$ cat config.mk
export PLATFORM = sky130hd
export DESIGN_NAME = if_stage
export DESIGN_NICKNAME = d
export VERILOG_FILES = /design/src/hw/axi_rd_pkg.sv /design/src/hw/rv_core_pkg.sv /design/src/hw/if_stage.sv /design/src/hw/inst_mem_slave.sv /design/src/hw/axi_rd_master.sv /design/src/hw/pc_gen.sv
export VERILOG_INCLUDE_DIRS = /design/src /design/src/hw
export SDC_FILE = /design/constraint.sdc
export NUM_CORES = 2
export LEC_CHECK = 0
export BUFFER_PORTS_ARGS = -buffer_cell sky130_fd_sc_hd__buf_2
export CORE_MARGIN = 1.5
export CORE_UTILIZATION = 28
export CTS_BUF_LIST = sky130_fd_sc_hd__clkbuf_16
export DETAILED_ROUTE_END_ITERATION = 10
export GPL_ROUTABILITY_DRIVEN = 1
export GPL_TIMING_DRIVEN = 1
export PLACE_DENSITY = 0.44
export SYNTH_ARGS = -nofsm -noshare
export SYNTH_HDL_FRONTEND = slang
export SYNTH_HIERARCHICAL = 1
export SYNTH_SLANG_ARGS = --single-unit
$ cat constraint.sdc
create_clock -name clk -period 14.8 [get_ports clk]
set_input_delay 0.74 -clock clk [delete_from_list [all_inputs] [get_ports clk]]
set_output_delay 0.74 -clock clk [all_outputs]
set_load 0.05 [all_outputs]
$ cat src/hw/fetch_consts.svh
`ifndef FETCH_CONSTS_SVH
`define FETCH_CONSTS_SVH

// first fetch address out of reset
`define RESET_PC 64'h0000_0000_8000_0000

// instruction memory size in 64-bit words
`define IMEM_DEPTH 64

// cycles from AR transfer to r_valid
// must stay at 1 or more
`define IMEM_LATENCY 2

// addi x0, x0, 0
`define INST_NOP 32'h0000_0013

`endif
$ cat src/hw/axi_rd_pkg.sv
`default_nettype none

package axi_rd_pkg;

  typedef logic [63:0] axi_addr_t;
  typedef logic [63:0] axi_data_t;
  typedef logic [1:0]  axi_resp_t;

  // only the two codes this fabric produces
  localparam axi_resp_t OKAY   = 2'b00;
  localparam axi_resp_t DECERR = 2'b11;

  // read master sequencing, one beat per transaction
  typedef enum logic [1:0] {
    IDLE,
    ADDR,
    DATA
  } rd_state_e;

endpackage

`default_nettype wire

$ cat src/hw/rv_core_pkg.sv
`default_nettype none

package rv_core_pkg;

  // fetch address, full xlen
  typedef logic [63:0] pc_t;

  // one uncompressed instruction
  typedef logic [31:0] inst_t;

  // pc unit states
  // IDLE  no fetch, waiting for stall to drop
  // REQ   fetch request offered to the read master
  // WAIT  fetch in flight
  // FLUSH fetch in flight whose data is thrown away
  typedef enum logic [1:0] {
    IDLE,
    REQ,
    WAIT,
    FLUSH
  } fetch_state_e;

endpackage

`default_nettype wire

$ cat src/hw/if_stage.sv
`timescale 1ns/10ps
`default_nettype none
`include "fetch_consts.svh"

module if_stage (
  input  wire                              clk,
  input  wire                              rst_n,
  // from decode
  input  wire                              redirect_i,
  input  wire rv_core_pkg::pc_t            redirect_pc_i,
  // mul/div hold
  input  wire                              stall_i,
  // program load
  input  wire                              load_en_i,
  input  wire [$clog2(`IMEM_DEPTH)-1:0]    load_addr_i,
  input  wire axi_rd_pkg::axi_data_t       load_data_i,
  // to decode
  output rv_core_pkg::inst_t               inst_o,
  output rv_core_pkg::pc_t                 pc_o,
  output logic                             inst_valid_o,
  output logic                             fetch_err_o
);

  // pc unit <-> read master
  logic                  fetch_req;
  rv_core_pkg::pc_t      fetch_addr;
  logic                  fetch_done;
  axi_rd_pkg::axi_data_t fetch_data;
  axi_rd_pkg::axi_resp_t fetch_resp;
  logic                  deliver;

  // AXI read channels
  logic                  ar_ready;
  logic                  ar_valid;
  axi_rd_pkg::axi_addr_t ar_addr;
  logic                  r_valid;
  logic                  r_ready;
  axi_rd_pkg::axi_resp_t r_resp;
  axi_rd_pkg::axi_data_t r_data;
  logic                  r_last;

  rv_core_pkg::inst_t    word_sel;
  logic                  is_err;

  pc_gen u_pc_gen (
    .clk           (clk),
    .rst_n         (rst_n),
    .redirect_i    (redirect_i),
    .redirect_pc_i (redirect_pc_i),
    .stall_i       (stall_i),
    .fetch_done_i  (fetch_done),
    .fetch_req_o   (fetch_req),
    .fetch_addr_o  (fetch_addr),
    .deliver_o     (deliver)
  );

  axi_rd_master u_axi_rd_master (
    .clk          (clk),
    .rst_n        (rst_n),
    .fetch_req_i  (fetch_req),
    .fetch_addr_i (fetch_addr),
    .fetch_done_o (fetch_done),
    .fetch_data_o (fetch_data),
    .fetch_resp_o (fetch_resp),
    .ar_ready_i   (ar_ready),
    .ar_valid_o   (ar_valid),
    .ar_addr_o    (ar_addr),
    .r_valid_i    (r_valid),
    .r_ready_o    (r_ready),
    .r_resp_i     (r_resp),
    .r_data_i     (r_data),
    .r_last_i     (r_last)
  );

  inst_mem_slave u_inst_mem_slave (
    .clk         (clk),
    .rst_n       (rst_n),
    .load_en_i   (load_en_i),
    .load_addr_i (load_addr_i),
    .load_data_i (load_data_i),
    .ar_valid_i  (ar_valid),
    .ar_ready_o  (ar_ready),
    .ar_addr_i   (ar_addr),
    .r_ready_i   (r_ready),
    .r_valid_o   (r_valid),
    .r_resp_o    (r_resp),
    .r_data_o    (r_data),
    .r_last_o    (r_last)
  );

  // pc bit 2 picks the upper half of the 64-bit beat
  assign word_sel = fetch_addr[2] ? fetch_data[63:32] : fetch_data[31:0];
  assign is_err   = (fetch_resp == axi_rd_pkg::DECERR);

  // fetch_addr is still the fetched pc on the deliver cycle
  always_ff @(posedge clk or negedge rst_n) begin
    if (!rst_n) begin
      inst_o       <= `INST_NOP;
      pc_o         <= `RESET_PC;
      inst_valid_o <= 1'b0;
      fetch_err_o  <= 1'b0;
    end else begin
      inst_valid_o <= deliver;
      fetch_err_o  <= deliver && is_err;
      if (deliver) begin
        pc_o <= fetch_addr;
      end
      // bubble or bus error both show a nop
      if (deliver && !is_err) begin
        inst_o <= word_sel;
      end else begin
        inst_o <= `INST_NOP;
      end
    end
  end

endmodule

`default_nettype wire

$ cat src/hw/inst_mem_slave.sv
`timescale 1ns/10ps
`default_nettype none
`include "fetch_consts.svh"

module inst_mem_slave (
  input  wire                              clk,
  input  wire                              rst_n,
  // program load, word indexed
  input  wire                              load_en_i,
  input  wire [$clog2(`IMEM_DEPTH)-1:0]    load_addr_i,
  input  wire axi_rd_pkg::axi_data_t       load_data_i,
  // AR channel
  input  wire                              ar_valid_i,
  output logic                             ar_ready_o,
  input  wire axi_rd_pkg::axi_addr_t       ar_addr_i,
  // R channel
  input  wire                              r_ready_i,
  output logic                             r_valid_o,
  output axi_rd_pkg::axi_resp_t            r_resp_o,
  output axi_rd_pkg::axi_data_t            r_data_o,
  output logic                             r_last_o
);

  localparam int IDX_W = $clog2(`IMEM_DEPTH);
  localparam int CNT_W = $clog2(`IMEM_LATENCY + 1);

  axi_rd_pkg::axi_data_t mem [`IMEM_DEPTH];

  logic                  busy_q;
  logic [CNT_W-1:0]      cnt_q;
  axi_rd_pkg::axi_addr_t offset;
  logic                  in_range;
  logic [IDX_W-1:0]      rd_idx;
  logic                  ar_hs;

  // byte offset into the memory window
  assign offset   = ar_addr_i - `RESET_PC;
  assign in_range = (ar_addr_i >= `RESET_PC) && (offset < 64'(8 * `IMEM_DEPTH));
  // word index from bit 3 up, bit 2 picks the half later
  assign rd_idx   = offset[3 +: IDX_W];

  // one outstanding read at a time
  assign ar_ready_o = ~busy_q;
  assign r_last_o   = 1'b1;
  assign ar_hs      = ar_valid_i & ar_ready_o;

  always_ff @(posedge clk) begin
    if (load_en_i) begin
      mem[load_addr_i] <= load_data_i;
    end
  end

  // latency counter, r_valid lands IMEM_LATENCY cycles after AR
  always_ff @(posedge clk or negedge rst_n) begin
    if (!rst_n) begin
      busy_q    <= 1'b0;
      cnt_q     <= '0;
      r_valid_o <= 1'b0;
    end else begin
      if (ar_hs) begin
        busy_q    <= 1'b1;
        cnt_q     <= CNT_W'(`IMEM_LATENCY - 1);
        // latency of one goes valid straight away
        r_valid_o <= (`IMEM_LATENCY == 1);
      end else if (busy_q && !r_valid_o) begin
        if (cnt_q == CNT_W'(1)) begin
          r_valid_o <= 1'b1;
        end else begin
          cnt_q <= cnt_q - 1'b1;
        end
      end else if (r_valid_o && r_ready_i) begin
        // beat taken, free for the next AR
        r_valid_o <= 1'b0;
        busy_q    <= 1'b0;
      end
    end
  end

  // response looked up at AR time, held until the beat is taken
  always_ff @(posedge clk) begin
    if (ar_hs) begin
      r_data_o <= in_range ? mem[rd_idx] : '0;
      r_resp_o <= in_range ? axi_rd_pkg::OKAY : axi_rd_pkg::DECERR;
    end
  end

endmodule

`default_nettype wire

$ cat src/hw/axi_rd_master.sv
`timescale 1ns/10ps
`default_nettype none

module axi_rd_master (
  input  wire                          clk,
  input  wire                          rst_n,
  // fetch side
  input  wire                          fetch_req_i,
  input  wire rv_core_pkg::pc_t        fetch_addr_i,
  output logic                         fetch_done_o,
  output axi_rd_pkg::axi_data_t        fetch_data_o,
  output axi_rd_pkg::axi_resp_t        fetch_resp_o,
  // AR channel
  input  wire                          ar_ready_i,
  output logic                         ar_valid_o,
  output axi_rd_pkg::axi_addr_t        ar_addr_o,
  // R channel
  input  wire                          r_valid_i,
  output logic                         r_ready_o,
  input  wire axi_rd_pkg::axi_resp_t   r_resp_i,
  input  wire axi_rd_pkg::axi_data_t   r_data_i,
  // single beat only, last is not needed here
  input  wire                          r_last_i
);

  axi_rd_pkg::rd_state_e state_q;

  logic ar_hs;
  logic r_hs;

  // valid and ready come straight from the state register
  assign ar_valid_o = (state_q == axi_rd_pkg::ADDR);
  assign r_ready_o  = (state_q == axi_rd_pkg::DATA);

  assign ar_hs = ar_valid_o & ar_ready_i;
  assign r_hs  = r_valid_i & r_ready_o;

  always_ff @(posedge clk or negedge rst_n) begin
    if (!rst_n) begin
      state_q      <= axi_rd_pkg::IDLE;
      fetch_done_o <= 1'b0;
    end else begin
      // done is a single-cycle pulse
      fetch_done_o <= 1'b0;
      case (state_q)
        axi_rd_pkg::IDLE: begin
          // request is a level, only looked at here
          if (fetch_req_i) begin
            state_q <= axi_rd_pkg::ADDR;
          end
        end
        axi_rd_pkg::ADDR: begin
          if (ar_hs) begin
            state_q <= axi_rd_pkg::DATA;
          end
        end
        axi_rd_pkg::DATA: begin
          if (r_hs) begin
            state_q      <= axi_rd_pkg::IDLE;
            fetch_done_o <= 1'b1;
          end
        end
        default: begin
          state_q <= axi_rd_pkg::IDLE;
        end
      endcase
    end
  end

  // address captured at request time, held through the AR handshake
  always_ff @(posedge clk) begin
    if (state_q == axi_rd_pkg::IDLE && fetch_req_i) begin
      ar_addr_o <= fetch_addr_i;
    end
  end

  // beat captured on the R transfer, valid alongside fetch_done_o
  always_ff @(posedge clk) begin
    if (r_hs) begin
      fetch_data_o <= r_data_i;
      fetch_resp_o <= r_resp_i;
    end
  end

endmodule

`default_nettype wire

$ cat src/hw/pc_gen.sv
`timescale 1ns/10ps
`default_nettype none
`include "fetch_consts.svh"

module pc_gen (
  input  wire                          clk,
  input  wire                          rst_n,
  input  wire                          redirect_i,
  input  wire rv_core_pkg::pc_t        redirect_pc_i,
  input  wire                          stall_i,
  input  wire                          fetch_done_i,
  output logic                         fetch_req_o,
  output rv_core_pkg::pc_t             fetch_addr_o,
  output logic                         deliver_o
);

  rv_core_pkg::fetch_state_e state_q;
  rv_core_pkg::fetch_state_e state_d;
  rv_core_pkg::pc_t          pc_q;
  rv_core_pkg::pc_t          pc_d;
  // redirect target parked while a flushed fetch drains
  rv_core_pkg::pc_t          target_q;
  rv_core_pkg::pc_t          target_d;

  // pc_q only moves outside WAIT/FLUSH, so the address is stable until done
  assign fetch_addr_o = pc_q;

  always_comb begin
    state_d     = state_q;
    pc_d        = pc_q;
    target_d    = target_q;
    fetch_req_o = 1'b0;
    deliver_o   = 1'b0;
    case (state_q)
      rv_core_pkg::IDLE: begin
        if (redirect_i) begin
          pc_d = redirect_pc_i;
        end
        if (!stall_i) begin
          state_d = rv_core_pkg::REQ;
        end
      end
      rv_core_pkg::REQ: begin
        // redirect wins, request goes out next cycle with the new pc
        if (redirect_i) begin
          pc_d = redirect_pc_i;
        end else if (stall_i) begin
          state_d = rv_core_pkg::IDLE;
        end else begin
          fetch_req_o = 1'b1;
          state_d     = rv_core_pkg::WAIT;
        end
      end
      rv_core_pkg::WAIT: begin
        if (fetch_done_i) begin
          // redirect on the done cycle kills this instruction
          if (redirect_i) begin
            pc_d = redirect_pc_i;
          end else begin
            deliver_o = 1'b1;
            pc_d      = pc_q + 64'd4;
          end
          state_d = stall_i ? rv_core_pkg::IDLE : rv_core_pkg::REQ;
        end else if (redirect_i) begin
          target_d = redirect_pc_i;
          state_d  = rv_core_pkg::FLUSH;
        end
      end
      rv_core_pkg::FLUSH: begin
        // later redirects replace the parked target
        if (redirect_i) begin
          target_d = redirect_pc_i;
        end
        if (fetch_done_i) begin
          pc_d    = redirect_i ? redirect_pc_i : target_q;
          state_d = rv_core_pkg::REQ;
        end
      end
      default: begin
        state_d = rv_core_pkg::IDLE;
      end
    endcase
  end

  always_ff @(posedge clk or negedge rst_n) begin
    if (!rst_n) begin
      state_q <= rv_core_pkg::IDLE;
      pc_q    <= `RESET_PC;
    end else begin
      state_q <= state_d;
      pc_q    <= pc_d;
    end
  end

  always_ff @(posedge clk) begin
    target_q <= target_d;
  end

endmodule

`default_nettype wire

==> results.md <==
- Worst vdd ir: 0.100 mV
- Slew @ Worst Pin: ~1400 ps
- Dpl hpwl: ~340000 um
- CP max stage cell: buf_4
- Largest fanout on the critical path: 120
- IO Port Bufs: between 200 and 250
- Synthesis Warnings: 6
- IO Count: about 240
- Seq pwr share: 50.6%
- Worst path max stage delay: between 700 and 800 ps
- Final count of hold timing violations: 0
- Mapped Area: roughly 170000 um2
- Die H: about 790 um
- Cell Area, Placed: between 150000 and 200000 um2
- Hold_ws: 94.9 ps
- Post-CTS Setup Bufs: 0
- Total Nets Final: roughly 9.0k
- Clk slew on worst S/H paths: 60 ps
- 1st-iter DRT viols: between 10k and 15k
- Final setup vio count: 0
- First-pass GRT wire length: between 800000 and 900000 um
- Clock power share: between 40% and 50%
- Static Leak: approximately 64 nW
- Worst Skew: between 150 and 200 ps
- Max_cap viols: 0
- Crit-path cells: buf_12 -> buf_4 -> buf_4 -> buf_4 -> mux4_2 -> a22o_1 -> a221oi_1 -> o22ai_1 -> nor3_1 -> nor2_1
- CTS root buffer: clkbuf_16
- CTS tree: built
- Cts bufs inserted: about 480
- CTS sink count: between 4k and 5k
- Mapped Avg Cell Area: 21.0 um2
- Initial antenna violation count: 85
- Via count: 92.8k
- Final Wtd Congestion: 0.778
- GRT Resource Usage Total: 19.3%
- Max-slew violations: 0
- Clk_lat worst skew: 1070 ps
- Crit-path most repeated cell: buf_4
- Mapped Cells: between 8k and 9k
- WS Path Type: register to register
- Most common cell after layout, fill and taps aside: edfxtp_1
- Pwr dens: 144 nW/um2
- CP delay by family, top: buffers and inverters
- Design Area, Final: 202000 um2
- Switching Fraction: between 20 and 25%
- Max Clk Rate: ~190 MHz
- Drt via density: approximately 5.3
- Slew HR: 8.98%
- DR WL/cell: ~36 um
- DRT antenna net count: 0
- Total power: around 29 mW
- Final worst path period share: 35.7%
- Buffers and inverters on the worst path: 4
- RSZ-0062 raised after global routing: no
- Die width: a little under 800 um
- Min-Delay Path Class: input pin to register
- Crit path required time: ~16000 ps
- Die area: about 630000 um2
- Number of iterations in the first detailed-routing pass: 9
- Fin crit period: between 5000 and 6000 ps
- Synth-to-Final Area Change: 15.9%
- Crit path capture type: register
- GRT Residual Overflow: 0
- Largest net degree at the start of global routing: 121
- Number of core rows: 289
- H-tree depth: 5
- Vias in the first global route: 92.4k
- Worst Path Arrival: 5990 ps
- Share of cells above drive strength 1: between 20 and 30%
- Gate power share: under 10%
- Status: finished, final reports clean
- DR DRC count: 0
- Startpoint type of the worst setup path: register
- Core ar.: around 620000 um2
- Most frequent cells in the layout: edfxtp_1, mux4_2, clkbuf_16
- Final WL: about 620000 um
- Switching power: around 7.2 mW
- Post-cts sizing count: 0
- Initial Utilization: 28.1%
- Post-route setup TNS: 0 ps
- Clk buf depth: 4
- Mapped Nets: ~8.5k
- P_int: ~22 mW
## per-layer routing
| layer | part of all wire (%) | global-route usage (%) |
|---|---|---|
| met5 | 0.025 | 0 |
| met4 | 2.5 | 4.67 |
| met3 | 6.3 | 2.57 |
| met2 | 48 | 32.0 |
| met1 | 43 | 27.1 |
## metrics by stage
stage / util (%) / instances / worst slack (ps)
final: 32.6 / 17600 / 9510
after global routing: 32.6 / 17500 / 9290
after CTS: 32.6 / 17500 / 9510
after detailed placement: 30.1 / 16600 / 9510
after global placement: 30.1 / 16600 / 9560
after floorplan: - / 8306 / 8470
## state kept, by name, indices dropped and copies added (netlist names), 2 cells and up
signal	count
inst_o	32
pc_o	64
u_axi_rd_master/ar_addr_o	61
u_axi_rd_master/fetch_data_o	64
u_axi_rd_master/fetch_resp_o	2
u_axi_rd_master/state_q	2
u_inst_mem_slave/cnt_q	2
u_inst_mem_slave/mem	4096
u_inst_mem_slave/r_data_o	64
u_pc_gen/fetch_addr_o	64
u_pc_gen/state_q	2
u_pc_gen/target_q	64
## final cells by class
type / instances / area (um2)
fillers: 58800 / 418000
flip-flops and latches: 4523 / 135000
multi-input cells: 3268 / 37300
clock buffers: 487 / 12200
well taps: 8293 / 10400
repair buffers: 534 / 3760
clock inverters: 399 / 3300
inverters: 30 / 125
diodes: 34 / 85.1
## worst reg2reg max path, stage by stage (launching register included)
cell and delay, ps:
edfxtp_1 530, buf_12 670, buf_4 870, buf_4 770, buf_4 720, mux4_2 460, a22o_1 240, a221oi_1 280
o22ai_1 140, nor3_1 260, nor2_1 80
## power by group through the flow
stage               Combinational, mW  Sequential (mW)  Clock, mW
global route                     2.63             14.8       12.6
finish                           2.48             14.7       11.9
floorplan                        1.45             14.9          0
global placement                 2.47             15.0          0
detailed placement               2.49             15.0          0
CTS                              2.50             14.7       12.1
## timing repair
| action | CTS | global route |
|---|---|---|
| endpoints found under the hold margin | 119 | 0 |
| endpoints found under the setup margin | 0 | 0 |
| hold buffers | 14 | 0 |
## path summary, 6_finish.rpt
kind | end | startpoint | slack, ps | cells past startpoint
setup / recovery | u_inst_mem_slave/r_data_o[52]$_SDFFCE_PN0P_ | u_axi_rd_master/ar_addr_o[4]$_DFFE_PP_ | 9510 | 10
hold reg to reg | u_axi_rd_master/fetch_data_o[51]$_DFFE_PP_ | u_inst_mem_slave/r_data_o[51]$_SDFFCE_PN0P_ | 380 | 0
max in group asynchronous | u_pc_gen/fetch_addr_o[2]$_DFFE_PN0P_ | rst_n | 12800 | 3
setup reg to reg | u_inst_mem_slave/r_data_o[52]$_SDFFCE_PN0P_ | u_axi_rd_master/ar_addr_o[4]$_DFFE_PP_ | 9510 | 10
hold / removal | u_pc_gen/target_q[51]$_DFFE_PP_ | redirect_pc_i[51] | 90 | 2
min in group asynchronous | pc_o[1]$_DFFE_PN0P_ | rst_n | 470 | 2
No activity file was read; power rests on OpenSTA's default activity.
